### config.mk
export PLATFORM = sky130hd
export DESIGN_NAME = approx_mult_top
export DESIGN_NICKNAME = d
export VERILOG_FILES = /design/src/source/approx_mult_pkg.sv /design/src/source/approx_mult_16.sv /design/src/source/approx_mult_top.sv /design/src/source/mult_stage.sv /design/src/source/sync_fifo.sv /design/src/source/wb_operand_port.sv
export VERILOG_INCLUDE_DIRS = /design/src /design/src/source
export SDC_FILE = /design/constraint.sdc
export NUM_CORES = 1
export LEC_CHECK = 0
export BUFFER_PORTS_ARGS = -buffer_cell sky130_fd_sc_hd__buf_2
export CAP_MARGIN = 25
export CORE_UTILIZATION = 60
export DETAILED_ROUTE_END_ITERATION = 10
export PLACE_DENSITY_LB_ADDON = 0.25
export SETUP_SLACK_MARGIN = 0.15
export SLEW_MARGIN = 40
export SYNTH_ARGS = -nofsm -noshare
export SYNTH_HDL_FRONTEND = slang
export SYNTH_SLANG_ARGS = --single-unit
### constraint.sdc
create_clock -name clk -period 11.8 [get_ports clk]
set_input_delay 0.59 -clock clk [delete_from_list [all_inputs] [get_ports clk]]
set_output_delay 0.59 -clock clk [all_outputs]
set_load 0.02 [all_outputs]
### src/source/approx_mult_config.svh
`ifndef APPROX_MULT_CONFIG_SVH
`define APPROX_MULT_CONFIG_SVH

////////////////////////////////////////////////////////////////////////////
// buffering
////////////////////////////////////////////////////////////////////////////

// entries in each of the operand and result FIFOs.
`define APPROX_MULT_FIFO_DEPTH 4

////////////////////////////////////////////////////////////////////////////
// wishbone word address map
////////////////////////////////////////////////////////////////////////////

`define APPROX_MULT_ADDR_OPERAND 4'd0
`define APPROX_MULT_ADDR_STATUS 4'd1

`endif

### src/source/approx_mult_pkg.sv
package approx_mult_pkg;

    ////////////////////////////////////////////////////////////////////////
    // datapath payloads
    ////////////////////////////////////////////////////////////////////////

    // one operand pair in one wishbone word, y in the low halfword.
    typedef struct packed {
        logic signed [15:0] x;
        logic signed [15:0] y;
    } operand_t;

    typedef logic signed [31:0] product_t;

    ////////////////////////////////////////////////////////////////////////
    // wishbone classic bus
    ////////////////////////////////////////////////////////////////////////

    // master to slave.
    typedef struct packed {
        logic        cyc;
        logic        stb;
        logic        we;
        logic [3:0]  adr;
        logic [31:0] dat;
    } wb_req_t;

    // slave to master.
    typedef struct packed {
        logic        ack;
        logic [31:0] dat;
    } wb_rsp_t;

endpackage

### src/source/approx_mult_16.sv
`timescale 1ns/1ps

module approx_mult_16 (
    input  logic signed [15:0]        x,
    input  logic signed [15:0]        y,
    output approx_mult_pkg::product_t z
);

    // row r holds y times x[r-1], with baugh-wooley inverted sign terms.
    logic [15:0] pp [1:16];

    // exact sum of rows 7 to 16.
    logic [31:0] exact_sum;

    // sparse compressor terms that stand in for rows 1 to 6.
    logic [20:0] c1;
    logic [20:0] c2;
    logic [20:0] c3;
    logic [20:0] c4;
    logic [20:0] c5;

    ////////////////////////////////////////////////////////////////////////////
    // partial product array
    ////////////////////////////////////////////////////////////////////////////

    always_comb begin
        for (int r = 1; r <= 15; r++) begin
            pp[r] = {~(y[15] & x[r-1]), y[14:0] & {15{x[r-1]}}};
        end
        // last row is inverted except its sign corner.
        pp[16] = {y[15] & x[15], ~(y[14:0] & {15{x[15]}})};
    end

    ////////////////////////////////////////////////////////////////////////////
    // exact upper rows
    ////////////////////////////////////////////////////////////////////////////

    always_comb begin
        exact_sum = '0;
        for (int r = 7; r <= 16; r++) begin
            exact_sum = exact_sum + (32'(pp[r]) << (r - 1));
        end
        // the correction one above row 16 lands in bit 31.
        exact_sum = exact_sum + 32'h8000_0000;
    end

    ////////////////////////////////////////////////////////////////////////////
    // approximated lower rows
    ////////////////////////////////////////////////////////////////////////////

    always_comb begin
        c1 = '0;
        c2 = '0;
        c3 = '0;
        c4 = '0;
        c5 = '0;

        // rows 1 and 2.
        c1[1]  = pp[1][1] ^ pp[2][0];
        c1[6]  = pp[1][5] & pp[2][4];
        c1[7]  = pp[1][6] & pp[2][5];
        c1[11] = pp[1][10] & pp[2][9];
        c1[14] = pp[1][13] & pp[2][12];
        c2[14] = pp[1][14] ^ pp[2][13];

        // rows 3 and 4.
        c1[10] = pp[3][7] & pp[4][6];
        c1[12] = pp[3][9] & pp[4][8];
        c1[17] = pp[3][14] | pp[4][13];
        c1[18] = pp[4][15];
        c2[17] = pp[3][15] | pp[4][14];
        c3[17] = pp[3][15] ^ pp[4][14];

        // rows 5 and 6.
        c1[8]  = pp[5][3] & pp[6][2];
        c1[13] = pp[5][8] & pp[6][7];
        c1[15] = pp[5][10] | pp[6][9];
        c1[19] = pp[5][14] & pp[6][13];
        c1[20] = pp[5][15] & pp[6][14];
        c2[6]  = pp[5][2] ^ pp[6][1];
        c2[7]  = pp[5][2] & pp[6][1];
        c2[10] = pp[5][6] ^ pp[6][5];
        c2[18] = pp[5][14] & pp[6][13];
        c2[19] = pp[5][15] ^ pp[6][14];
        c2[20] = pp[6][15];
        c3[14] = pp[5][9] & pp[6][8];
        c3[18] = pp[5][14] ^ pp[6][13];
        c4[14] = pp[5][10] ^ pp[6][9];
        c4[17] = pp[5][12] | pp[6][11];
        c5[17] = pp[5][13] ^ pp[6][12];
    end

    assign z = approx_mult_pkg::product_t'(exact_sum + 32'(c1) + 32'(c2) + 32'(c3)
                                          + 32'(c4) + 32'(c5));

endmodule

### src/source/approx_mult_top.sv
`timescale 1ns/1ps

`include "approx_mult_config.svh"

module approx_mult_top (
    input  logic                      clk,
    input  logic                      arst_n,
    input  approx_mult_pkg::wb_req_t  wb_req,
    output approx_mult_pkg::wb_rsp_t  wb_rsp,
    output approx_mult_pkg::product_t result,
    output logic                      result_valid,
    input  logic                      result_ready
);

    localparam int fifo_depth = `APPROX_MULT_FIFO_DEPTH;
    localparam int count_w    = $clog2(fifo_depth + 1);

    // operand side.
    logic                      op_push;
    logic                      op_full;
    logic                      op_pop;
    logic                      op_empty;
    logic [count_w-1:0]        op_count;
    approx_mult_pkg::operand_t op_wdata;
    approx_mult_pkg::operand_t op_rdata;

    // result side.
    logic                      res_push;
    logic                      res_full;
    logic                      res_pop;
    logic                      res_empty;
    approx_mult_pkg::product_t res_wdata;

    assign result_valid = ~res_empty;
    assign res_pop      = result_valid & result_ready;

    wb_operand_port #(
        .count_w (count_w)
    ) i_wb_operand_port (
        .clk    (clk),
        .arst_n (arst_n),
        .wb_req (wb_req),
        .wb_rsp (wb_rsp),
        .push   (op_push),
        .wdata  (op_wdata),
        .full   (op_full),
        .count  (op_count)
    );

    sync_fifo #(
        .payload_t (approx_mult_pkg::operand_t),
        .depth     (fifo_depth)
    ) i_operand_fifo (
        .clk    (clk),
        .arst_n (arst_n),
        .push   (op_push),
        .wdata  (op_wdata),
        .full   (op_full),
        .pop    (op_pop),
        .rdata  (op_rdata),
        .empty  (op_empty),
        .count  (op_count)
    );

    mult_stage i_mult_stage (
        .clk       (clk),
        .arst_n    (arst_n),
        .op_pop    (op_pop),
        .op_rdata  (op_rdata),
        .op_empty  (op_empty),
        .res_push  (res_push),
        .res_wdata (res_wdata),
        .res_full  (res_full)
    );

    sync_fifo #(
        .payload_t (approx_mult_pkg::product_t),
        .depth     (fifo_depth)
    ) i_result_fifo (
        .clk    (clk),
        .arst_n (arst_n),
        .push   (res_push),
        .wdata  (res_wdata),
        .full   (res_full),
        .pop    (res_pop),
        .rdata  (result),
        .empty  (res_empty),
        .count  ()
    );

endmodule

### src/source/mult_stage.sv
`timescale 1ns/1ps

module mult_stage (
    input  logic                      clk,
    input  logic                      arst_n,
    output logic                      op_pop,
    input  approx_mult_pkg::operand_t op_rdata,
    input  logic                      op_empty,
    output logic                      res_push,
    output approx_mult_pkg::product_t res_wdata,
    input  logic                      res_full
);

    approx_mult_pkg::product_t product;
    approx_mult_pkg::product_t product_q;

    logic valid_q;

    approx_mult_16 i_approx_mult_16 (
        .x (op_rdata.x),
        .y (op_rdata.y),
        .z (product)
    );

    ////////////////////////////////////////////////////////////////////////////
    // output register
    ////////////////////////////////////////////////////////////////////////////

    assign res_push = valid_q & ~res_full;

    // refill in the same cycle the held product leaves.
    assign op_pop = ~op_empty & (~valid_q | res_push);

    always_ff @(posedge clk or negedge arst_n) begin
        if (!arst_n) begin
            valid_q <= 1'b0;
        end else if (op_pop) begin
            valid_q <= 1'b1;
        end else if (res_push) begin
            valid_q <= 1'b0;
        end
    end

    always_ff @(posedge clk) begin
        if (op_pop) begin
            product_q <= product;
        end
    end

    assign res_wdata = product_q;

    // a stalled product waits unchanged for the result FIFO.
    hold_while_stalled : assert property (
        @(posedge clk) disable iff (!arst_n)
        valid_q && !res_push |=> valid_q && $stable(product_q)
    );

endmodule

### src/source/sync_fifo.sv
`timescale 1ns/1ps

module sync_fifo #(
    parameter type payload_t = logic [31:0],
    parameter int  depth     = 4
) (
    input  logic                       clk,
    input  logic                       arst_n,
    input  logic                       push,
    input  payload_t                   wdata,
    output logic                       full,
    input  logic                       pop,
    output payload_t                   rdata,
    output logic                       empty,
    output logic [$clog2(depth+1)-1:0] count
);

    localparam int ptr_w   = (depth > 1) ? $clog2(depth) : 1;
    localparam int count_w = $clog2(depth + 1);

    payload_t mem [depth];

    logic [ptr_w-1:0] wr_ptr;
    logic [ptr_w-1:0] rd_ptr;
    logic             do_push;
    logic             do_pop;

    // wraps at depth, which need not be a power of two.
    function automatic logic [ptr_w-1:0] next_ptr(input logic [ptr_w-1:0] ptr);
        if (ptr == ptr_w'(depth - 1)) begin
            return '0;
        end
        return ptr + 1'b1;
    endfunction

    assign full    = count == count_w'(depth);
    assign empty   = count == '0;
    assign do_push = push & ~full;
    assign do_pop  = pop & ~empty;

    // first-word fall-through.
    assign rdata = mem[rd_ptr];

    always_ff @(posedge clk) begin
        if (do_push) begin
            mem[wr_ptr] <= wdata;
        end
    end

    always_ff @(posedge clk or negedge arst_n) begin
        if (!arst_n) begin
            wr_ptr <= '0;
            rd_ptr <= '0;
            count  <= '0;
        end else begin
            if (do_push) begin
                wr_ptr <= next_ptr(wr_ptr);
            end
            if (do_pop) begin
                rd_ptr <= next_ptr(rd_ptr);
            end
            case ({do_push, do_pop})
                2'b10:   count <= count + 1'b1;
                2'b01:   count <= count - 1'b1;
                default: count <= count;
            endcase
        end
    end

    no_push_when_full : assert property (@(posedge clk) disable iff (!arst_n) push |-> !full);
    no_pop_when_empty : assert property (@(posedge clk) disable iff (!arst_n) pop |-> !empty);

endmodule

### src/source/wb_operand_port.sv
`timescale 1ns/1ps

`include "approx_mult_config.svh"

module wb_operand_port #(
    parameter int count_w = $clog2(`APPROX_MULT_FIFO_DEPTH + 1)
) (
    input  logic                       clk,
    input  logic                       arst_n,
    input  approx_mult_pkg::wb_req_t   wb_req,
    output approx_mult_pkg::wb_rsp_t   wb_rsp,
    output logic                       push,
    output approx_mult_pkg::operand_t  wdata,
    input  logic                       full,
    input  logic [count_w-1:0]         count
);

    logic        ack_q;
    logic        push_q;
    logic [31:0] rd_dat_q;
    logic [31:0] status_word;

    approx_mult_pkg::operand_t wdata_q;

    logic req_new;
    logic is_operand;
    logic is_status;
    logic operand_write;
    logic accept;

    ////////////////////////////////////////////////////////////////////////////
    // decode
    ////////////////////////////////////////////////////////////////////////////

    // a request already acked this cycle is not taken again.
    assign req_new       = wb_req.cyc & wb_req.stb & ~ack_q;
    assign is_operand    = wb_req.adr == `APPROX_MULT_ADDR_OPERAND;
    assign is_status     = wb_req.adr == `APPROX_MULT_ADDR_STATUS;
    assign operand_write = req_new & wb_req.we & is_operand;

    // operand writes wait here while the FIFO is full.
    assign accept = req_new & (~operand_write | ~full);

    assign status_word = 32'(count);

    ////////////////////////////////////////////////////////////////////////////
    // ack and push
    ////////////////////////////////////////////////////////////////////////////

    always_ff @(posedge clk or negedge arst_n) begin
        if (!arst_n) begin
            ack_q  <= 1'b0;
            push_q <= 1'b0;
        end else begin
            ack_q  <= accept;
            push_q <= accept & operand_write;
        end
    end

    always_ff @(posedge clk) begin
        if (accept) begin
            wdata_q  <= approx_mult_pkg::operand_t'(wb_req.dat);
            rd_dat_q <= (~wb_req.we & is_status) ? status_word : '0;
        end
    end

    assign wb_rsp.ack = ack_q;
    assign wb_rsp.dat = rd_dat_q;
    assign push       = push_q;
    assign wdata      = wdata_q;

    // the push trails the full check by a cycle, so room must remain.
    push_has_room : assert property (
        @(posedge clk) disable iff (!arst_n) push_q |-> !full
    );

endmodule
==> impl_metrics.yaml, run 1 <==
logic_synthesis:
  syn-cell-area_sq_mm: 0.0177
  yosys.cell_types.count: 51
  synth_edf_count: 298
  async_flop_share_pct: 5.40
  ys.flop_type: "edfxtp_1"
  synth_area_per_cell_sq_um: 15.0
  ys_seq_area_share_pct: 52.8
  ys_warn_count: 0
  syn-instance-count: 1185
  ys_seq_elements: 315
cells_and_area:
  final_common_cell: "edfxtp_1"
  multi_input_area_sq_mm: 0.00753
  nFillCells: 2013
  areaGrowthSynthToFinish_pct: 8.97
  regArea_sq_mm: 0.00938
  layout_common_cells: "298 x edfxtp_1, 142 x fa_1, 134 x inv_1, 126 x nand2_1, 97 x ha_1"
  drive_gt1_share_pct: 15.5
  antenna_cells: 0
  nets: 1540
clocking:
  clock_sinks: 315
  path_clk_slew_ns: 0.06
  cts_setup_buffers: 0
  cts_buffers: 31
  htreeDepth: 1
  clockBufferDepth: 3
  clkLatencyLatePin_ns: 0.57
  cts_tree: "yes"
  ctsRootBufferMaster: "clkbuf_16"
critical_path:
  critPathSlowestCell: "mux4_2"
  crit_buf_inv: 5
  worst_ep_required_time_ns: 12.10
  cp_top_family: "adder cells"
  path_class: "reg2reg"
  start_kind: "register"
  endpoint_kind: "register"
  cp_slowest_stage_delay_ns: 0.74
  cp_cell_sequence: "buf_4 -> mux4_2 -> and2_1 -> ha_1 -> inv_1 -> fa_1 -> inv_1 -> fa_1 -> inv_1 -> fa_1 -> inv_1 -> fa_1 -> fa_1 -> fa_1 -> ha_1 -> a21oi_1 -> o2bb2ai_1 -> a21o_2 -> a21boi_2 -> o21ai_0 -> xor2_1"
  cp_max_fo: 35
  worstPathArrival_ns: 7.09
  crit_path_frequent_cell: "fa_1"
route:
  viasPerCell: 5.51
  drc: 0
  wl_um: 30300
  route.vias.total: 9175
  drtAntennaViolNets: 0
  drt_iter0_markers: 557
  dr.pass1.iters: 7
  wire_per_inst_um: 18.2
floorplanning:
  ios: 108
  fp.dieArea_sq_mm: 0.0303
  core-area_sq_mm: 0.0289
  rows: 62
  die_x_um: 174
  die_h_um: 174
  start_util_pct: 61.5
global_routing:
  antenna_found_initial: 0
  grt_max_degree: 36
  grt_pass1_vias: 9739
  grt_first_pass_wirelength_um: 49500
  overflow: 0
  track_usage_pct: 20.8
sta:
  period_share_pct: 57.5
  timing.slew.headroom_pct: 51.0
  finalSetupViolations: 0
  fin_setup_tns_ns: 0
  tightest_slew_ns: 0.735
  clock_skew_ns: 0.0176
  finalMaxSlewViolations: 0
  clock.fmax_mhz: 147
  hold_violations: 0
  rsz0062_at_grt: "false"
  period_needed_ns: 6.79
place:
  hpwl_um: 21900
  place_congestion: 0.829
  io_buffers: 73
flow_run:
  maxCapViolations: 0
status:
  status: "finished, final reports clean"
hold_path:
  hold_class: "in2reg"
==> kinds of logic after synthesis <==
kind of cell / Yosys count / share of synthesized area, %
compound gates: 63 / 2.21
flops: 315 / 52.8
other cells: 1 / 0.0211
mux: 64 / 7.84
fa+ha+maj: 239 / 22.9
xor+xnor: 29 / 1.43
buf+inv: 212 / 5.56
simple gates: 262 / 7.24
==> final timing paths <==
check | startpoint | endpoint | slack (ns) | cells after the start
worst max-delay path | i_operand_fifo.rd_ptr[0]$_DFFE_PN0P_ | i_mult_stage.res_wdata[27]$_DFFE_PP_ | 5.01 | 21
worst min-delay path | wb_req[14] | i_wb_operand_port.wdata[14]$_DFFE_PP_ | 0.19 | 1
worst max register to register | i_operand_fifo.rd_ptr[0]$_DFFE_PN0P_ | i_mult_stage.res_wdata[27]$_DFFE_PP_ | 5.01 | 21
worst min register to register | i_mult_stage.res_wdata[21]$_DFFE_PP_ | i_result_fifo.mem[1][21]$_DFFE_PP_ | 0.49 | 0
max in group asynchronous | arst_n | i_result_fifo.rd_ptr[0]$_DFFE_PN0P_ | 11.00 | 2
min in group asynchronous | arst_n | i_wb_operand_port.ack_q$_DFF_PN0_ | 0.48 | 2
==> Yosys cell counts, types with 13 or more instances <==
cell      count  area, sq um
and2_1       82          513
dfrtp_1      17          425
nand2_1     126          473
buf_2        27          135
nor2_1       14         52.6
ha_1         97         1210
buf_4        36          270
xor2_1       13          114
edfxtp_1    298         8950
fa_1        142         2840
xnor2_1      16          140
mux4_2       57         1280
a21oi_1      18         90.1
inv_1       134          503
o21ai_0      18         90.1
==> flip-flops by register name, summed over array words and instances (netlist names) <==
name and flops:
i_wb_operand_port.wdata 32, i_operand_fifo.wr_ptr 2, i_result_fifo.mem 108, i_result_fifo.wr_ptr 2
i_wb_operand_port.push 1, i_mult_stage.valid_q 1, i_result_fifo.count 3, i_operand_fifo.mem 128
i_mult_stage.res_wdata 27, i_result_fifo.rd_ptr 2, i_operand_fifo.rd_ptr 2, i_wb_operand_port.rd_dat_q 3
i_wb_operand_port.ack_q 1, i_operand_fifo.count 3
==> metal layers <==
metal  up-vias  wire [um]  global-route usage [%]  part of all wire (%)
li1       4212          -                       -                     -
met1      4679      13300                    28.5                    44
met2       242      15100                    36.1                    50
met3        42       1310                    2.47                   4.3
met4         0        581                    4.82                   1.9
met5         -          0                       0                     0
==> what timing repair did <==
action | 4_1_cts | 5_1_grt
resized for setup | 0 | 0
endpoints found under the hold margin | 17 | 0
hold buffers | 1 | 0
==> stage by stage <==
| stage | utilization, % | setup WS [ns] | hold slack [ns] | std cells | cell area [sq um] |
|---|---|---|---|---|---|
| final | 67.0 | 5.01 | 0.193 | 1665 | 19300 |
| after CTS | 67.0 | 4.96 | 0.163 | 1665 | 19300 |
| after detailed placement | 63.6 | 4.98 | 0.483 | 1609 | 18400 |
| after global routing | 67.0 | 4.67 | 0.170 | 1665 | 19300 |
| after floorplan | - | 5.61 | 0.294 | 1218 | 17900 |
| after global placement | 63.5 | 5.15 | 0.468 | 1607 | 18300 |
==> area by class of cell <==
type,count,area share (%)
clock buffers,38,4.15
clock inverters,17,0.803
inverters,134,2.60
multi-input cells,691,39.0
flip-flops and latches,315,48.5
well taps,384,2.49
repair buffers,86,2.49
Power of run 1 is not shown: default switching activity piles up to over one toggle a cycle in this logic, so the estimate is an artifact.
==> inputs of run 2 (changes only) <==
--- a/config.mk
+++ b/config.mk
@@ -8,7 +8,7 @@
 export LEC_CHECK = 0
 export BUFFER_PORTS_ARGS = -buffer_cell sky130_fd_sc_hd__buf_2
 export CAP_MARGIN = 25
-export CORE_UTILIZATION = 60
+export CORE_UTILIZATION = 56
 export DETAILED_ROUTE_END_ITERATION = 10
 export PLACE_DENSITY_LB_ADDON = 0.25
 export SETUP_SLACK_MARGIN = 0.15
==> constraint.sdc (replaced) <==
create_clock -name clk -period 5.5 [get_ports clk]
set_input_delay 0.275 -clock clk [delete_from_list [all_inputs] [get_ports clk]]
set_output_delay 0.275 -clock clk [all_outputs]
set_load 0.02 [all_outputs]
==> impl_metrics.yaml, run 2 (synthesis results as in run 1) <==
critical_path:
  crit_start: "i_operand_fifo.rd_ptr[0]$_DFFE_PN0P_"
  rr_startpoint: "i_operand_fifo.rd_ptr[0]$_DFFE_PN0P_"
  worstPathArrival_ns: 6.34
  worst_ep_required_time_ns: 5.80
  path_class: "reg2reg"
  cp_max_fo: 8
  endpoint_kind: "register"
  start_kind: "register"
status:
  violations: "negative setup slack"
  status: "finished with violations"
clocking:
  clockBufferDepth: 3
  clkLatencyLatePin_ns: 0.57
  cts_buffers: 31
  path_clk_slew_ns: 0.06
  ctsRootBufferMaster: "clkbuf_16"
  htreeDepth: 1
  clock_sinks: 315
  cts_tree: "yes"
sta:
  clock_skew_ns: 0.0343
  tightest_slew_ns: 0.589
  fin_setup_tns_ns: -6.47
  rsz0062_at_grt: "true"
  period_share_pct: 110
  period_needed_ns: 6.05
  finalSetupViolations: 16
  worst_slack_ns: -0.549
  clock.fmax_mhz: 165
  finalMaxSlewViolations: 0
  hold_slack_ns: 0.0463
  hold_violations: 0
  timing.slew.headroom_pct: 60.4
floorplanning:
  core-area_sq_mm: 0.0309
  die_x_um: 180
  ios: 108
  die_h_um: 180
  fp.dieArea_sq_mm: 0.0324
  start_util_pct: 57.4
  rows: 64
cells_and_area:
  final_common_cell: "edfxtp_1"
  largest_reg_flops: 128
  drive_gt1_share_pct: 27.3
  top_register: "i_operand_fifo.mem"
  nets: 1702
  nFillCells: 2066
  antenna_cells: 0
  areaGrowthSynthToFinish_pct: 19.6
  final_area_sq_mm: 0.0212
  layout_common_cells: "298 x edfxtp_1, 137 x fa_1, 127 x inv_1, 124 x buf_4, 118 x nand2_1"
route:
  wire_per_inst_um: 18.3
  dr.pass1.iters: 5
  wl_um: 33700
  drt_iter0_markers: 483
  route.vias.total: 9845
  wl_met2_um: 16900
  topRoutingLayerUsed: "met4"
  drtAntennaViolNets: 0
  met3_length_um: 1720
  met1_length_um: 14400
  viasPerCell: 5.35
  drc: 0
place:
  io_buffers: 73
  hpwl_um: 22700
  placed_area_sq_mm: 0.0194
  place_congestion: 0.867
global_routing:
  overflow: 0
  grt_pass1_vias: 10400
  grt_first_pass_wirelength_um: 53700
  antenna_found_initial: 0
  track_usage_pct: 21.2
  grt_max_degree: 34
flow_run:
  maxCapViolations: 0
hold_path:
  hold_class: "in2reg"
  hp-start: "wb_req[32]"
-- run 2: cell types whose count changed in the layout (fill, tap and decap cells not counted), sizes merged, moves of 3 or more --
cell         before  now
dlygate4sd3       1   33
clkbuf           38   34
mux4             59   63
buf              85  211
clkinv           13   16
-- run 2: what timing repair did --
| action | CTS | global route |
|---|---|---|
| setup buffers | 14 | 7 |
| endpoints found under the setup margin | 16 | 17 |
| hold buffers | 33 | 0 |
| gates resized for setup | 33 | 30 |
| pin swaps | 5 | 15 |
| gates cloned | 4 | 1 |
| hold endpoints to repair | 49 | 0 |
-- run 2: per-stage QoR --
stage,cells,worst slack [ns],utilization [%]
floorplan,1218,-0.306,-
global placement,1723,-0.455,62.5
detailed placement,1725,-0.571,62.6
CTS,1832,-0.529,68.0
global route,1840,-0.720,68.6
finish,1840,-0.549,68.6
-- run 2: worst paths after layout --
| path | end | slack [ns] | cells past startpoint |
|---|---|---|---|
| max in group asynchronous | i_result_fifo.rd_ptr[0]$_DFFE_PN0P_ | 4.91 | 2 |
| worst max register to register | i_mult_stage.res_wdata[31]$_DFFE_PP_ | -0.55 | 20 |
| worst max-delay path | i_mult_stage.res_wdata[31]$_DFFE_PP_ | -0.55 | 20 |
| worst min-delay path | i_wb_operand_port.push$_DFF_PN0_ | 0.05 | 3 |
| min in group asynchronous | i_operand_fifo.rd_ptr[0]$_DFFE_PN0P_ | 0.20 | 2 |
| worst min register to register | i_operand_fifo.mem[0][11]$_DFFE_PP_ | 0.50 | 0 |
-- run 2: worst max-delay path, stage by stage (launching register included) --
cell and delay [ns]:
dfrtp_2 0.48, buf_12 0.18, buf_12 0.10, mux4_2 0.55
and2_4 0.19, fa_1 0.48, inv_1 0.05, fa_1 0.49
inv_2 0.04, fa_1 0.49, inv_1 0.06, fa_1 0.46
fa_1 0.53, fa_2 0.46, ha_4 0.32, nand2_2 0.06
nor3_2 0.10, a21o_2 0.18, a21boi_4 0.07, or3_1 0.30
and4_1 0.18
-- run 2: layout make-up --
class	count	area (sq um)	share of cell area, %
sequential	315	9380	44.2
tap	396	495	2.34
clock buffer	34	787	3.71
multi-input combinational	695	8010	37.7
timing repair buffer	244	1870	8.81
clock inverter	22	176	0.831
inverter	134	503	2.37
-- run 2: layer usage --
| metal | global-route usage, % | vias up |
|---|---|---|
| met2 | 37.6 | 297 |
| met1 | 27.6 | 4958 |
| met5 | 0 | - |
| met4 | 5.69 | 0 |
| met3 | 2.90 | 50 |
| li1 | - | 4540 |
Power of run 2 is left out for the same reason.
==> inputs of run 3 (changes only) <==
--- a/config.mk
+++ b/config.mk
@@ -6,6 +6,7 @@
 export SDC_FILE = /design/constraint.sdc
 export NUM_CORES = 1
 export LEC_CHECK = 0
+export ABC_AREA = 1
 export BUFFER_PORTS_ARGS = -buffer_cell sky130_fd_sc_hd__buf_2
 export CAP_MARGIN = 25
 export CORE_UTILIZATION = 56
@@ -15,4 +16,5 @@
 export SLEW_MARGIN = 40
 export SYNTH_ARGS = -nofsm -noshare
 export SYNTH_HDL_FRONTEND = slang
+export SYNTH_HIERARCHICAL = 1
 export SYNTH_SLANG_ARGS = --single-unit
==> impl_metrics.yaml, run 3 <==
sta:
  finalSetupViolations: 12
  worst_slack_ns: -0.140
  clock.fmax_mhz: 177
  clock_skew_ns: 0.0127
  tightest_slew_ns: 0.772
  finalMaxSlewViolations: 0
  period_needed_ns: 5.64
  period_share_pct: 103
  timing.slew.headroom_pct: 48.5
  hold_violations: 0
  rsz0062_at_grt: "true"
route:
  viasPerCell: 5.00
  dr.pass1.iters: 7
  drc: 0
  drt_iter0_markers: 772
  wire_per_inst_um: 15.1
  route.vias.total: 12800
  wl_um: 38500
  drtAntennaViolNets: 0
clocking:
  cts_buffers: 35
  clkLatencyLatePin_ns: 0.52
  ctsRootBufferMaster: "clkbuf_16"
  cts_tree: "yes"
  path_clk_slew_ns: 0.06
  clock_sinks: 340
  clockBufferDepth: 3
  htreeDepth: 2
global_routing:
  grt_pass1_vias: 13100
  grt_first_pass_wirelength_um: 62900
  antenna_found_initial: 0
  track_usage_pct: 22.0
  grt_max_degree: 82
  overflow: 0
logic_synthesis:
  ys_warn_count: 6
  yosysTopAreaCellShare_pct: 48.5
  yosys-top-cells-area: "edfxtp_1 48%, fa_1 14%, nand2_1 9.4%, inv_1 7.6%, ha_1 6.1%"
  syn-instance-count: 1882
  ys_seq_area_share_pct: 50.6
  synth_commonest_cells: "503 x nand2_1, 405 x inv_1, 323 x edfxtp_1"
  synth_edf_count: 323
  ys.flop_type: "edfxtp_1"
  syn-cell-area_sq_mm: 0.0200
  yosys.cell_types.count: 31
  yosysMostFrequentCell: "nand2_1"
  yosysTopAreaCell: "edfxtp_1"
  ys_seq_elements: 340
  async_flop_share_pct: 5.00
  synth_area_per_cell_sq_um: 10.6
cells_and_area:
  final_common_cell: "nand2_1"
  reg.largest.list: "i_operand_fifo/mem x128, i_result_fifo/mem x128"
  nets: 2358
  antenna_cells: 0
  areaGrowthSynthToFinish_pct: 18.4
  layout_common_cells: "473 x nand2_1, 400 x inv_1, 323 x edfxtp_1, 135 x fa_1, 128 x o211ai_1"
  drive_gt1_share_pct: 17.6
  nFillCells: 2501
floorplanning:
  core-area_sq_mm: 0.0349
  die_h_um: 191
  die_x_um: 191
  fp.dieArea_sq_mm: 0.0365
  start_util_pct: 57.3
  ios: 108
  rows: 68
place:
  post-place-ws_ns: -0.220
  io_buffers: 78
  hpwl_um: 26700
  place_congestion: 0.866
critical_path:
  endpoint_kind: "register"
  worstPathArrival_ns: 5.92
  path_class: "reg2reg"
  cp_max_fo: 24
  r2r-end: "i_mult_stage/res_wdata[27]$_DFFE_PP_"
  reg2reg_slack_ns: -0.14
  start_kind: "register"
  rr_worst_depth: 25
  worst_ep_required_time_ns: 5.78
  rr_startpoint: "i_operand_fifo/rd_ptr[0]$_DFFE_PN0P_"
hold_path:
  hold_class: "in2reg"
  hp-start: "wb_req[33]"
  holdPathStages: 4
  min_to: "i_wb_operand_port/push$_DFF_PN0_"
status:
  status: "finished with violations"
  violations: "negative setup slack"
flow_run:
  maxCapViolations: 0
run 3: cell types whose count changed in the layout (fill, tap and decap cells not counted), sizes merged, moves of 25 or more:
| cell | delta |
|---|---|
| inv | +278 |
| nand3 | +26 |
| mux4 | -63 |
| o211ai | +125 |
| nor2 | +30 |
| edfxtp | +25 |
| and2 | -81 |
| nand2 | +380 |
run 3: per-stage QoR:
step,hold slack [ns],cells,cell area [sq um],util [%],setup TNS (ns)
5_1_grt,0.0769,2557,23700,67.9,-4.70
2_1_floorplan,-0.0206,1914,20300,-,0
3_3_place_gp,0.239,2445,21700,62.1,-0.980
3_5_place_dp,0.244,2447,21700,62.2,-2.27
6_report,0.0601,2557,23700,67.9,-1.16
4_1_cts,0.0438,2549,23400,67.1,-1.40
run 3: worst max path at each step:
stage	slack, ns	cells past startpoint	from	to
after floorplan	0.03	28	i_operand_fifo/rd_ptr[0]$_DFFE_PN0P_	i_mult_stage/res_wdata[29]$_DFFE_PP_
after global placement	-0.14	22	i_operand_fifo/rd_ptr[0]$_DFFE_PN0P_	i_mult_stage/res_wdata[30]$_DFFE_PP_
after detailed placement	-0.22	23	i_operand_fifo/rd_ptr[0]$_DFFE_PN0P_	i_mult_stage/res_wdata[23]$_DFFE_PP_
after CTS	-0.17	25	i_operand_fifo/rd_ptr[0]$_DFFE_PN0P_	i_mult_stage/res_wdata[27]$_DFFE_PP_
after global routing	-0.39	24	i_operand_fifo/rd_ptr[0]$_DFFE_PN0P_	i_mult_stage/res_wdata[27]$_DFFE_PP_
final	-0.14	25	i_operand_fifo/rd_ptr[0]$_DFFE_PN0P_	i_mult_stage/res_wdata[27]$_DFFE_PP_
run 3: cell type report:
cell class / count / area [sq um] / share of cell area, %
Inverter: 413 / 1550 / 6.56
Tap cell: 455 / 569 / 2.40
Multi-Input combinational cell: 1046 / 8310 / 35.1
Timing Repair Buffer: 241 / 2010 / 8.50
Clock inverter: 17 / 153 / 0.645
Clock buffer: 45 / 956 / 4.04
Sequential cell: 340 / 10100 / 42.8
run 3: kinds of logic after synthesis:
family / count (synthesis) / synth area share [%]
and+or+nand+nor: 602 / 11.9
buffers and inverters: 528 / 10.8
DFF: 340 / 50.6
adders and majority gates: 239 / 20.3
AOI/OAI and AO/OA: 154 / 5.52
xor gates and xnor gates: 17 / 0.744
other: 2 / 0.0375
run 3: metal layers:
layer / vias to the layer above / share of wire, % / global-route usage (%)
met3: 73 / 4.1 / 2.97
met1: 6144 / 42 / 27.0
li1: 6284 / - / -
met5: - / 0 / 0
met4: 0 / 2.4 / 7.23
met2: 288 / 51 / 39.7
run 3: worst max-delay path, cell delays in order (launching register included):
cell and delay [ns]:
dfrtp_4 0.54, buf_12 0.18, o211ai_1 0.23, nand2_2 0.11
buf_12 0.16, nand2_1 0.09, inv_1 0.06, fa_1 0.53
inv_1 0.05, fa_1 0.53, inv_1 0.05, fa_1 0.50
fa_1 0.54, inv_1 0.05, fa_1 0.59, ha_4 0.22
ha_4 0.26, nand2_4 0.09, inv_1 0.04, nand2_1 0.05
and2_4 0.15, nor2_1 0.04, nor2_1 0.13, nand2_1 0.07
nand2_1 0.06, nand2_1 0.04
run 3: repair_timing:
item / CTS / global route
pin swaps: 10 / 20
hold endpoints to repair: 49 / 0
cloned: 1 / 2
gates resized for setup: 32 / 44
setup buffers: 6 / 6
endpoints found under the setup margin: 17 / 19
hold buffers: 33 / 0
Power of run 3 is left out for the same reason.
